--- src/cipher_data_pkg.sv ---
// Datapath widths and types of the cipher core
// Byte, state, full key, round counter and key length
package cipher_data_pkg;

  // Number of bytes in the state and in the full key
  localparam int unsigned StateBytes = 4;
  localparam int unsigned KeyBytes   = 8;

  // One data byte
  typedef logic [7:0] byte_t;

  // Cipher state, byte 0 in the least significant position
  typedef logic [8*StateBytes-1:0] state_t;

  // Full key register contents
  typedef logic [8*KeyBytes-1:0] key_t;

  // Round counter, wide enough for 14 rounds
  typedef logic [3:0] rnd_ctr_t;

  // Key length selection
  typedef enum logic [2:0] {
    AES_128 = 3'b001,
    AES_192 = 3'b010,
    AES_256 = 3'b100
  } key_len_e;

endpackage

--- src/cipher_ctrl_pkg.sv ---
// Control encodings of the cipher core
// FSM states and the datapath selector enums
package cipher_ctrl_pkg;

  // Round sequencing FSM
  typedef enum logic [2:0] {
    CTRL_IDLE     = 3'd0,
    CTRL_INIT     = 3'd1,
    CTRL_ROUND    = 3'd2,
    CTRL_FINISH   = 3'd3,
    CTRL_CLEAR_S  = 3'd4,
    CTRL_CLEAR_KD = 3'd5,
    CTRL_ERROR    = 3'd6
  } ctrl_state_e;

  // Next value of the state register
  typedef enum logic [1:0] {STATE_INIT, STATE_ROUND, STATE_CLEAR} state_sel_e;

  // Operand fed into add-round-key
  typedef enum logic [1:0] {ADD_RK_INIT, ADD_RK_ROUND, ADD_RK_FINAL} add_rk_sel_e;

  // Next value of the full key register
  typedef enum logic [1:0] {KEY_FULL_INIT, KEY_FULL_EXPAND, KEY_FULL_CLEAR} key_full_sel_e;

  // Key bytes that form the round key
  typedef enum logic [1:0] {
    KEY_WORDS_ZERO,
    KEY_WORDS_0123,
    KEY_WORDS_2345,
    KEY_WORDS_4567
  } key_words_sel_e;

endpackage

--- src/cipher_state_if.sv ---
// Control and handshake signals between the FSM and the state path
interface cipher_state_if import cipher_ctrl_pkg::*; ();

  // State register control
  state_sel_e  state_sel;
  logic        state_we;
  add_rk_sel_e add_rk_sel;

  // Substitution unit handshake
  logic        sub_bytes_en;
  logic        sub_bytes_out_req;
  logic        sub_bytes_out_ack;

  modport ctrl (
    output state_sel, state_we, add_rk_sel,
    output sub_bytes_en, sub_bytes_out_ack,
    input  sub_bytes_out_req
  );

  modport dp (
    input  state_sel, state_we, add_rk_sel,
    input  sub_bytes_en, sub_bytes_out_ack,
    output sub_bytes_out_req
  );

endinterface

--- src/cipher_key_if.sv ---
// Control signals between the FSM and the key path
interface cipher_key_if import cipher_data_pkg::*, cipher_ctrl_pkg::*; ();

  // Full key register control
  key_full_sel_e  key_full_sel;
  logic           key_full_we;
  logic           key_expand_en;

  // Round key selection and expansion constant
  key_words_sel_e key_words_sel;
  rnd_ctr_t       rnd_ctr;

  modport ctrl (
    output key_full_sel, key_full_we, key_expand_en, key_words_sel, rnd_ctr
  );

  modport dp (
    input  key_full_sel, key_full_we, key_expand_en, key_words_sel, rnd_ctr
  );

endinterface

--- src/cipher_sub_bytes.sv ---
// Multi-cycle byte substitution with request/acknowledge output
module cipher_sub_bytes import cipher_data_pkg::*; #(
  parameter int unsigned SubCycles = 4
) (
  input  logic   clk_i,
  input  logic   rst_ni,
  input  logic   en_i,
  input  state_t state_i,
  input  logic   out_ack_i,
  output logic   out_req_o,
  output state_t data_o
);

  localparam int unsigned     CntW    = (SubCycles > 1) ? $clog2(SubCycles) : 1;
  localparam logic [CntW-1:0] CntLast = CntW'(SubCycles - 1);

  // Stand-in S-box
  function automatic byte_t sbox(byte_t b);
    return {b[6:0], b[7]} ^ {b[3:0], b[7:4]} ^ 8'h63;
  endfunction

  state_t          in_q;
  logic [CntW-1:0] cnt_q;
  logic            req_q;
  logic            capture;

  // Take the operand on the first cycle of a new run
  assign capture = en_i & ~req_q & (cnt_q == '0);

  always_ff @(posedge clk_i) begin : reg_in
    if (capture) begin
      in_q <= state_i;
    end
  end

  // Latency counter, request held until acknowledged
  always_ff @(posedge clk_i or negedge rst_ni) begin : reg_cnt
    if (!rst_ni) begin
      cnt_q <= '0;
      req_q <= 1'b0;
    end else if (req_q) begin
      if (out_ack_i) begin
        req_q <= 1'b0;
      end
    end else if (en_i) begin
      if (cnt_q == CntLast) begin
        req_q <= 1'b1;
        cnt_q <= '0;
      end else begin
        cnt_q <= cnt_q + 1'b1;
      end
    end else begin
      // Abort a run when the enable drops
      cnt_q <= '0;
    end
  end

  assign out_req_o = req_q;

  always_comb begin : sub_out
    for (int i = 0; i < StateBytes; i++) begin
      data_o[8*i +: 8] = sbox(in_q[8*i +: 8]);
    end
  end

endmodule

--- src/cipher_state_path.sv ---
// State register, mix step and add-round-key of the cipher core
module cipher_state_path import cipher_data_pkg::*, cipher_ctrl_pkg::*; #(
  parameter int unsigned SubCycles = 4
) (
  input  logic              clk_i,
  input  logic              rst_ni,
  input  state_t            data_i,
  input  state_t            round_key_i,
  cipher_state_if.dp        state_if,
  output state_t            data_o
);

  state_t state_q, state_d;
  state_t sub_out, mix_out, add_rk_in, add_rk_out;

  cipher_sub_bytes #(
    .SubCycles (SubCycles)
  ) i_sub_bytes (
    .clk_i     (clk_i),
    .rst_ni    (rst_ni),
    .en_i      (state_if.sub_bytes_en),
    .state_i   (state_q),
    .out_ack_i (state_if.sub_bytes_out_ack),
    .out_req_o (state_if.sub_bytes_out_req),
    .data_o    (sub_out)
  );

  // Each byte mixes with the rotated next byte
  always_comb begin : mix_step
    byte_t nb;
    for (int i = 0; i < StateBytes; i++) begin
      nb = sub_out[8*((i+1)%StateBytes) +: 8];
      mix_out[8*i +: 8] = sub_out[8*i +: 8] ^ {nb[6:0], nb[7]};
    end
  end

  // Add-round-key operand
  always_comb begin : add_rk_mux
    case (state_if.add_rk_sel)
      ADD_RK_INIT:  add_rk_in = state_q;
      ADD_RK_ROUND: add_rk_in = mix_out;
      ADD_RK_FINAL: add_rk_in = sub_out;
      default:      add_rk_in = '0;
    endcase
  end

  assign add_rk_out = add_rk_in ^ round_key_i;

  always_comb begin : state_mux
    case (state_if.state_sel)
      STATE_INIT:  state_d = data_i;
      STATE_ROUND: state_d = add_rk_out;
      default:     state_d = '0;
    endcase
  end

  always_ff @(posedge clk_i or negedge rst_ni) begin : reg_state
    if (!rst_ni) begin
      state_q <= '0;
    end else if (state_if.state_we) begin
      state_q <= state_d;
    end
  end

  assign data_o = add_rk_out;

endmodule

--- src/cipher_key_path.sv ---
// Full key register, key expansion and round key selection
module cipher_key_path import cipher_data_pkg::*, cipher_ctrl_pkg::*; (
  input  logic            clk_i,
  input  logic            rst_ni,
  input  key_t            key_i,
  cipher_key_if.dp        key_if,
  output state_t          round_key_o
);

  key_t key_q, key_d, key_expanded;

  // Rotate up by one byte, then fold the round constant into byte 0
  assign key_expanded = {key_q[8*KeyBytes-9:0], key_q[8*KeyBytes-1 -: 8]}
                      ^ key_t'({4'd0, key_if.rnd_ctr});

  always_comb begin : key_full_mux
    case (key_if.key_full_sel)
      KEY_FULL_INIT:   key_d = key_i;
      KEY_FULL_EXPAND: key_d = key_if.key_expand_en ? key_expanded : key_q;
      default:         key_d = '0;
    endcase
  end

  always_ff @(posedge clk_i or negedge rst_ni) begin : reg_key_full
    if (!rst_ni) begin
      key_q <= '0;
    end else if (key_if.key_full_we) begin
      key_q <= key_d;
    end
  end

  // Round key word window
  always_comb begin : key_words_mux
    case (key_if.key_words_sel)
      KEY_WORDS_0123: round_key_o = key_q[31:0];
      KEY_WORDS_2345: round_key_o = key_q[47:16];
      KEY_WORDS_4567: round_key_o = key_q[63:32];
      default:        round_key_o = '0;
    endcase
  end

endmodule

--- src/cipher_control_fsm.sv ---
// Round sequencing FSM of the cipher core
// Round counter, round count and clear command registers
module cipher_control_fsm import cipher_data_pkg::*, cipher_ctrl_pkg::*; (
  input  logic         clk_i,
  input  logic         rst_ni,

  // Input handshake and commands
  input  logic         in_valid_i,
  output logic         in_ready_o,
  input  logic         crypt_i,
  input  logic         key_clear_i,
  input  logic         data_out_clear_i,
  input  key_len_e     key_len_i,

  // Output handshake
  output logic         out_valid_o,
  input  logic         out_ready_i,

  // Alerts
  input  logic         alert_fatal_i,
  output logic         alert_o,

  // Datapath control
  cipher_state_if.ctrl state_if,
  cipher_key_if.ctrl   key_if
);

  ctrl_state_e    ctrl_ns, ctrl_cs;
  rnd_ctr_t       rnd_ctr_d, rnd_ctr_q;
  rnd_ctr_t       num_rounds_d, num_rounds_q;
  rnd_ctr_t       num_rounds_regular;
  rnd_ctr_t       num_rounds_len;
  logic           key_clear_d, key_clear_q;
  logic           data_out_clear_d, data_out_clear_q;
  key_words_sel_e key_words_rnd;

  // Last regular round is one before the final round
  assign num_rounds_regular = num_rounds_q - 4'd1;

  // Round count and round key words follow the key length
  always_comb begin : key_len_decode
    case (key_len_i)
      AES_128: begin
        num_rounds_len = 4'd10;
        key_words_rnd  = KEY_WORDS_0123;
      end
      AES_192: begin
        num_rounds_len = 4'd12;
        key_words_rnd  = KEY_WORDS_2345;
      end
      AES_256: begin
        num_rounds_len = 4'd14;
        key_words_rnd  = KEY_WORDS_4567;
      end
      default: begin
        num_rounds_len = 4'd14;
        key_words_rnd  = KEY_WORDS_ZERO;
      end
    endcase
  end

  ////////////////////
  // FSM
  ////////////////////

  always_comb begin : ctrl_fsm
    // Handshakes and alert
    in_ready_o                 = 1'b0;
    out_valid_o                = 1'b0;
    alert_o                    = 1'b0;

    // State path
    state_if.state_sel         = STATE_ROUND;
    state_if.state_we          = 1'b0;
    state_if.add_rk_sel        = ADD_RK_ROUND;
    state_if.sub_bytes_en      = 1'b0;
    state_if.sub_bytes_out_ack = 1'b0;

    // Key path
    key_if.key_full_sel        = KEY_FULL_EXPAND;
    key_if.key_full_we         = 1'b0;
    key_if.key_expand_en       = 1'b0;
    key_if.key_words_sel       = KEY_WORDS_ZERO;

    // Registers hold by default
    ctrl_ns                    = ctrl_cs;
    rnd_ctr_d                  = rnd_ctr_q;
    num_rounds_d               = num_rounds_q;
    key_clear_d                = key_clear_q;
    data_out_clear_d           = data_out_clear_q;

    case (ctrl_cs)
      CTRL_IDLE: begin
        in_ready_o = 1'b1;
        if (in_valid_i) begin
          if (key_clear_i || data_out_clear_i) begin
            key_clear_d      = key_clear_i;
            data_out_clear_d = data_out_clear_i;
            // State goes to zero first when data output is cleared
            ctrl_ns          = data_out_clear_i ? CTRL_CLEAR_S : CTRL_CLEAR_KD;
          end else if (crypt_i) begin
            // Load data and key, start the round count
            state_if.state_sel  = STATE_INIT;
            state_if.state_we   = 1'b1;
            key_if.key_full_sel = KEY_FULL_INIT;
            key_if.key_full_we  = 1'b1;
            num_rounds_d        = num_rounds_len;
            rnd_ctr_d           = '0;
            ctrl_ns             = CTRL_INIT;
          end else begin
            // Handshake without any command
            ctrl_ns = CTRL_ERROR;
          end
        end
      end

      CTRL_INIT: begin
        // Initial add-round-key always on bytes 0 to 3
        state_if.add_rk_sel  = ADD_RK_INIT;
        state_if.state_we    = 1'b1;
        key_if.key_words_sel = KEY_WORDS_0123;
        key_if.key_expand_en = 1'b1;
        key_if.key_full_we   = 1'b1;
        rnd_ctr_d            = rnd_ctr_q + 4'd1;
        ctrl_ns              = CTRL_ROUND;
      end

      CTRL_ROUND: begin
        state_if.sub_bytes_en = 1'b1;
        key_if.key_words_sel  = key_words_rnd;
        key_if.key_expand_en  = 1'b1;
        // Advance once substitution is done
        if (state_if.sub_bytes_out_req) begin
          state_if.sub_bytes_out_ack = 1'b1;
          state_if.state_we          = 1'b1;
          key_if.key_full_we         = 1'b1;
          rnd_ctr_d                  = rnd_ctr_q + 4'd1;
          if (rnd_ctr_q >= num_rounds_regular) begin
            ctrl_ns = CTRL_FINISH;
          end
        end
      end

      CTRL_FINISH: begin
        // Final round skips the mix step
        state_if.sub_bytes_en = 1'b1;
        state_if.add_rk_sel   = ADD_RK_FINAL;
        key_if.key_words_sel  = key_words_rnd;
        // State is wiped on the output transfer
        state_if.state_sel    = STATE_CLEAR;
        out_valid_o           = state_if.sub_bytes_out_req;
        if (out_valid_o && out_ready_i) begin
          state_if.sub_bytes_out_ack = 1'b1;
          state_if.state_we          = 1'b1;
          ctrl_ns                    = CTRL_IDLE;
        end
      end

      CTRL_CLEAR_S: begin
        state_if.state_sel = STATE_CLEAR;
        state_if.state_we  = 1'b1;
        ctrl_ns            = CTRL_CLEAR_KD;
      end

      CTRL_CLEAR_KD: begin
        if (key_clear_q) begin
          key_if.key_full_sel = KEY_FULL_CLEAR;
          key_if.key_full_we  = 1'b1;
        end
        // Cleared state passes through with a zero round key
        if (data_out_clear_q) begin
          state_if.add_rk_sel  = ADD_RK_INIT;
          key_if.key_words_sel = KEY_WORDS_ZERO;
        end
        out_valid_o = 1'b1;
        if (out_ready_i) begin
          key_clear_d      = 1'b0;
          data_out_clear_d = 1'b0;
          ctrl_ns          = CTRL_IDLE;
        end
      end

      CTRL_ERROR: begin
        // Terminal until reset
        alert_o = 1'b1;
      end

      default: begin
        ctrl_ns = CTRL_ERROR;
        alert_o = 1'b1;
      end
    endcase

    // Fatal alert wins over every state
    if (alert_fatal_i) begin
      ctrl_ns = CTRL_ERROR;
    end
  end

  ////////////////////
  // Registers
  ////////////////////

  always_ff @(posedge clk_i or negedge rst_ni) begin : reg_fsm
    if (!rst_ni) begin
      ctrl_cs          <= CTRL_IDLE;
      rnd_ctr_q        <= '0;
      num_rounds_q     <= '0;
      key_clear_q      <= 1'b0;
      data_out_clear_q <= 1'b0;
    end else begin
      ctrl_cs          <= ctrl_ns;
      rnd_ctr_q        <= rnd_ctr_d;
      num_rounds_q     <= num_rounds_d;
      key_clear_q      <= key_clear_d;
      data_out_clear_q <= data_out_clear_d;
    end
  end

  // Expansion constant is the current round
  assign key_if.rnd_ctr = rnd_ctr_q;

endmodule

--- src/cipher_core.sv ---
// Cipher core top level
// Control FSM, state path and key path behind plain ports
module cipher_core import cipher_data_pkg::*; #(
  parameter int unsigned SubCycles = 4
) (
  input  logic     clk_i,
  input  logic     rst_ni,

  // Input side
  input  logic     in_valid_i,
  output logic     in_ready_o,
  input  logic     crypt_i,
  input  logic     key_clear_i,
  input  logic     data_out_clear_i,
  input  key_len_e key_len_i,
  input  state_t   data_i,
  input  key_t     key_i,

  // Output side
  output logic     out_valid_o,
  input  logic     out_ready_i,
  output state_t   data_o,

  // Alerts
  input  logic     alert_fatal_i,
  output logic     alert_o
);

  state_t round_key;

  cipher_state_if state_if ();
  cipher_key_if   key_if ();

  cipher_control_fsm i_control_fsm (
    .clk_i            (clk_i),
    .rst_ni           (rst_ni),
    .in_valid_i       (in_valid_i),
    .in_ready_o       (in_ready_o),
    .crypt_i          (crypt_i),
    .key_clear_i      (key_clear_i),
    .data_out_clear_i (data_out_clear_i),
    .key_len_i        (key_len_i),
    .out_valid_o      (out_valid_o),
    .out_ready_i      (out_ready_i),
    .alert_fatal_i    (alert_fatal_i),
    .alert_o          (alert_o),
    .state_if         (state_if.ctrl),
    .key_if           (key_if.ctrl)
  );

  cipher_state_path #(
    .SubCycles (SubCycles)
  ) i_state_path (
    .clk_i       (clk_i),
    .rst_ni      (rst_ni),
    .data_i      (data_i),
    .round_key_i (round_key),
    .state_if    (state_if.dp),
    .data_o      (data_o)
  );

  cipher_key_path i_key_path (
    .clk_i       (clk_i),
    .rst_ni      (rst_ni),
    .key_i       (key_i),
    .key_if      (key_if.dp),
    .round_key_o (round_key)
  );

endmodule

--- config.mk ---
export PLATFORM = sky130hd
export DESIGN_NAME = cipher_core
export DESIGN_NICKNAME = d
export VERILOG_FILES = /design/src/cipher_data_pkg.sv /design/src/cipher_ctrl_pkg.sv /design/src/cipher_state_if.sv /design/src/cipher_key_if.sv /design/src/cipher_sub_bytes.sv /design/src/cipher_state_path.sv /design/src/cipher_key_path.sv /design/src/cipher_control_fsm.sv /design/src/cipher_core.sv
export SDC_FILE = /design/constraint.sdc
export NUM_CORES = 1
export LEC_CHECK = 0
export BUFFER_PORTS_ARGS = -buffer_cell sky130_fd_sc_hd__buf_2
export CAP_MARGIN = 20
export CORE_ASPECT_RATIO = 1.2
export CORE_MARGIN = 8
export CORE_UTILIZATION = 50
export CTS_CLUSTER_SIZE = 40
export DETAILED_ROUTE_END_ITERATION = 12
export HOLD_SLACK_MARGIN = 0.08
export PLACE_DENSITY = 0.73
export SLEW_MARGIN = 0
export SYNTH_ARGS = -nofsm -noshare
export SYNTH_HDL_FRONTEND = slang
export SYNTH_SLANG_ARGS = --single-unit
--- constraint.sdc ---
create_clock -name clk_i -period 3.4 [get_ports clk_i]
set_input_delay 0.51 -clock clk_i [delete_from_list [all_inputs] [get_ports clk_i]]
set_output_delay 0.51 -clock clk_i [all_outputs]
set_load 0.01 [all_outputs]
# == Word level (Yosys, flattened, before mapping) ==
# Index checks and enable logic that the tools add are counted.
# op_classes
n_addsub,3
n_lt_le_gt_ge,1
n_eq_ne,30
n_mux,58
n_bitwise,18
n_reduce_logical,19
# op_table
operator,n
$pmux 32 s3,2
$pmux 64 s2,1
$mux 64,1
$pmux 32 s2,1
$xor 64x4->64,1
$xor 8x8->8,8
$xor 32x32->32,1
$mux 3,8
$mux 1,22
$pmux 3 s7,1
$mux 4,4
$not 4->4,4
$eq 3x3->1 const B,4
$pmux 2 s2,3
$pmux 2 s3,2
$pmux 4 s3,1
$mux 2,5
$ne 2x2->1 const B,5
$eq 3x2->1 const B,3
$ne 3x2->1 const B,3
$eq 2x1->1 const B,4
$eq 2x2->1 const B,4
$logic_not 2->1,4
$pmux 1 s2,4
other kinds (22),33
# word_totals
ff_bits,144
in_bits,107
output_inout_bits,35
elab_cells,139

# == Logic depth before layout (Yosys ltp) ==
# depth
word_depth,7
ltp_mapped,9
mapped_depth_nobuf,7

# == Modules after synthesis ==
# From an unflattened synthesis, not the netlist that was laid out.
# hier_totals
cells_unflattened,925
area_unflattened_um2,9565.4
# by_module_without_submodules
module,n_inst,cells_each,area_per_inst_um2
cipher_key_path,1,395,4105.2
cipher_state_path,1,318,3001.6
cipher_sub_bytes,1,78,1398.8
cipher_control_fsm,1,134,1059.8

# == Worst setup path after synthesis ==
# Ideal clock, no wire load.
# synth_path
kind,register to output
start,register i_control_fsm.ctrl_cs[1]
end,output data_o[27]
arrival_time_ns,1.995
required_ns,2.890
setup_slack_ns,0.895
stages_incl_launch_ff,10
path_buffers,4
cell_sequence,dfrtp_1 -> buf_6 -> nand2b_4 -> buf_8 -> a2bb2oi_4 -> buf_8 -> buf_12 -> and3_1 -> or4_1 -> nand2_1
# synth_via
elab_chain_cells,6
word_cells_on_any_way,16
classes_between,eq/ne: 9; mux: 4; bitwise: 1; reduce/logical: 2
# synth_rtl
element,line_no,source
"start, declared",cipher_control_fsm.sv:28,"ctrl_state_e ctrl_ns, ctrl_cs;"
"start signal, assigned",cipher_control_fsm.sv:212,ctrl_cs <= ctrl_ns;
$eq 3x2->1,cipher_control_fsm.sv:92,case (ctrl_cs)
$reduce_or 2->1 (no source line),-,
$pmux 2 s2,cipher_control_fsm.sv:92,
$eq 2x2->1 or $eq 2x1->1 (tied branches),cipher_key_path.sv:34,case (key_if.key_words_sel)
$pmux 32 s3,cipher_key_path.sv:34,
$xor 32x32->32 (*),cipher_state_path.sv:47,assign add_rk_out = add_rk_in ^ round_key_i;
"end, declared",cipher_core.sv:22,"output state_t data_o,"
# Mark *: on every way between the ends. The rest lies on a longest branch, timed or not.

# == Final worst setup path ==
# layout_path
start,register i_control_fsm.ctrl_cs[2]
end,output data_o[24]
# Same word-level chain as after synthesis.

==> results.py <==
metrics = {
    "run_status": {
        "outcome": "finished clean",
    },
    "pwr": {
        "power_switching_w": 0.00121,
        "p_seq_share_pct": 48.5,
        "p_leak_nw": 4.98,
        "peakVddDrop_mv": 0.338,
        "swShare_pct": 26.2,
        "p_per_area_mw_per_mm2": 418,
        "p_int_w": 0.00341,
        "pwr-share-comb_pct": 9.3,
        "clock_power_share_pct": 42.2,
    },
    "floorplanning": {
        "chipHeight_microns": 167,
        "start_util_pct": 50.7,
        "die-area_sq_mm": 0.0237,
        "fp.dieW_microns": 142,
        "rows": 55,
        "fp.coreArea_sq_mm": 0.0187,
        "ios": 142,
    },
    "cells_and_area": {
        "synthToLayoutAreaGrowth_pct": 16.6,
        "final_util_pct": 59.2,
        "nNetsFinal": 1226,
        "instances_no_fill": 1381,
        "drive_above_1_share_pct": 22.6,
        "num_antenna_cells": 0,
    },
    "detailed_routing": {
        "viasPerCell": 6.35,
        "drt-met1-wl_microns": 13300,
        "dr_wl_met2_microns": 14200,
        "drtAntennaViolNets": 0,
        "top_layer_used": "met4",
        "drc": 0,
        "vias": 8767,
        "first_pass_iters": 6,
        "wl_met3_microns": 2520,
        "wirelength_microns": 31100,
        "routedWlPerCell_microns": 22.5,
        "drt_iter0_drc": 1122,
    },
    "critical_path": {
        "required_ps": 2890,
        "endpoint": "data_o[24]",
        "crit_start": "i_control_fsm.ctrl_cs[2]",
        "cp-end-kind": "primary output",
        "path_max_fanout": 43,
        "crit_type": "register to primary output",
        "crit_arrival_ps": 2790,
        "r2r_start": "i_control_fsm.ctrl_cs[2]",
        "start_kind": "register",
        "r2r_slack_ps": 840,
        "regToRegEndpoint": "i_state_path.state_q[16]",
        "reg2reg_depth": 7,
    },
    "yosys": {
        "async_flop_share_pct": 77.6,
        "synth_area_leaders": "dfrtp_1 29%, edfxtp_1 10%, and3_1 5.9%, a2bb2oi_1 5.5%, xor2_1 5.1%",
        "synth_edf_count": 32,
        "synth_cell_types": 59,
        "ys_ff_latch": 143,
        "synth_cells": 1006,
        "synth_top_area_share_pct": 29.2,
        "yosys.area.top_type": "dfrtp_1",
        "synth-seq-area-share_pct": 39.4,
        "avgSynthCellArea_sq_um": 9.44,
        "netlist_area_sq_mm": 0.00950,
        "synth_flop_cell": "dfrtp_1",
        "syn_nets": 1120,
        "yosysWarnings": 0,
    },
    "sta": {
        "hold_viol_final": 0,
        "min_period_ps": 3300,
        "grt_setup_unrepaired": "false",
        "setup_viol": 0,
        "slew_viol_final": 0,
        "fmax_mhz": 303,
        "worst_pin_slew_ps": 738,
        "period_share_pct": 97.0,
        "skew_ps": 10.3,
        "finalSetupTns_ps": 0,
        "max-slew-margin-rel_pct": 50.4,
    },
    "grt": {
        "grt_max_degree": 97,
        "grt_pass1_vias": 8471,
        "grt_remaining_overflow": 0,
        "antenna_found_initial": 1,
        "grtUsageTotal_pct": 26.4,
        "grt_pass1_wl_microns": 48900,
    },
    "cts": {
        "cts_buffer_depth": 2,
        "cts_tree": "done",
        "cts_made_buffers": 17,
        "cts_hold_buf": 0,
        "cts_sinks": 143,
        "h-tree-depth": 4,
        "clkSlewWorstSetupHoldPaths_ps": 60,
        "cts_setup_buffers": 0,
        "clock_latency_ps": 430,
        "cts_root_buffer": "clkbuf_16",
    },
    "placed_design": {
        "dp_hpwl_microns": 22500,
        "numPlacedInstances": 1349,
        "place_congestion": 0.966,
        "io_buffers": 141,
    },
    "flow_run": {
        "drv_cap": 0,
    },
    "worst_hold_path": {
        "hold_class": "primary input to asynchronous set/reset pin",
    },
}
-- sequential cells by signal, summed over array words and instances (netlist names) --
register and cells:
i_control_fsm.key_clear_q 1, i_state_path.i_sub_bytes.out_req_o 1, i_state_path.i_sub_bytes.in_q 32, i_state_path.i_sub_bytes.cnt_q 2, i_control_fsm.data_out_clear_q 1, i_state_path.state_q 32, i_control_fsm.key_if.rnd_ctr 4, i_control_fsm.num_rounds_q 3
i_control_fsm.ctrl_cs 3, i_key_path.key_q 64
-- metrics by stage --
step / power, W / hold WS (ps) / worst slack, ps / instance area, sq um
after floorplan: 0.00242 / 214 / 895 / 9500
after global placement: 0.00267 / 449 / 386 / 10400
after detailed placement: 0.00269 / 461 / 315 / 10400
after CTS: 0.00463 / 138 / 21.0 / 11100
after global routing: 0.00477 / 154 / 5.53 / 11100
final: 0.00463 / 112 / 102 / 11100
-- cells in the final DEF, fill, tap and decap left out, types with 24 or more instances in the layout --
cell,Yosys,final
xor2_1,55,55
and3_1,89,89
nand2_1,76,75
a21oi_1,25,24
buf_4,2,32
a2bb2oi_1,60,60
buf_2,18,140
dfrtp_1,111,111
edfxtp_1,32,32
a22oi_1,36,36
nand3_1,79,79
o21ai_0,68,68
nor2_1,29,29
-- metal layers --
layer	GRT usage, %	vias to the layer above
met4	11.3	0
li1	-	4063
met5	0	-
met2	39.6	429
met1	36.2	4208
met3	5.09	67
-- area by class of cell --
| type | instances | area, sq um |
|---|---|---|
| clock inverters | 11 | 97.6 |
| multi-input cells | 767 | 5340 |
| repair buffers | 177 | 1030 |
| fillers | 1690 | 7640 |
| inverters | 6 | 22.5 |
| well taps | 256 | 320 |
| clock buffers | 21 | 526 |
| flip-flops and latches | 143 | 3740 |
-- critical path, stage by stage (launching register included) --
cell and delay (ps):
dfrtp_1 480, buf_4 320, nand3b_1 160, buf_6 280, a21oi_1 110, o31ai_1 650, xnor2_1 190, buf_2 160
-- kinds of logic (layout without fill, tap and decap cells) --
| group | after synthesis | in the layout | share of synthesized area [%] |
|---|---|---|---|
| and+or+nand+nor | 336 | 336 | 18.9 |
| AOI/OAI and AO/OA | 318 | 318 | 24.8 |
| DFF | 143 | 143 | 39.4 |
| buffers and inverters | 96 | 215 | 4.93 |
| xor gates and xnor gates | 71 | 71 | 6.63 |
| muxes | 35 | 35 | 4.49 |
| adders and majority gates | 7 | 7 | 0.922 |
-- synthesized netlist by cell type, types with 5 or more instances --
master and count:
dfrtp_1 111, and3_1 89, nand3_1 79, nand2_1 76, o21ai_0 68, clkbuf_1 61, a2bb2oi_1 60, xor2_1 55
a22oi_1 36, edfxtp_1 32, nor2_1 29, a21oi_1 25, a21o_1 20, a31oi_1 18, buf_2 18, or4_1 18
a2111o_1 16, mux2i_1 16, o211ai_1 16, or3_1 15, xnor2_1 15, mux2_4 14, o311ai_0 12, o31ai_1 10
a211oi_1 8, o221a_2 8, ha_1 7, a2111oi_0 6, inv_1 6, nand2b_1 6, mux2_2 5
-- power groups by stage --
stage	clock network, W	logic [W]	registers, W
detailed placement	0	0.000429	0.00226
global placement	0	0.000418	0.00226
CTS	0.00196	0.000434	0.00223
global route	0.00202	0.000478	0.00227
floorplan	0	0.000287	0.00213
finish	0.00195	0.000430	0.00224
-- worst min path at each step --
stage	slack [ps]	to	cells after the start
after floorplan	210	i_control_fsm.ctrl_cs[0]	0
after global placement	450	i_state_path.i_sub_bytes.in_q[26]	0
after detailed placement	460	i_state_path.i_sub_bytes.in_q[26]	0
after CTS	140	i_key_path.key_q[21]	1
after global routing	150	i_key_path.key_q[21]	1
final	110	i_key_path.key_q[21]	1
-- timing repair --
item / in CTS / in global routing
endpoints found under the setup margin: 1 / 14
gates resized for setup: 1 / 6
pin swaps: 0 / 0
No activity file was read; power rests on OpenSTA's default activity.
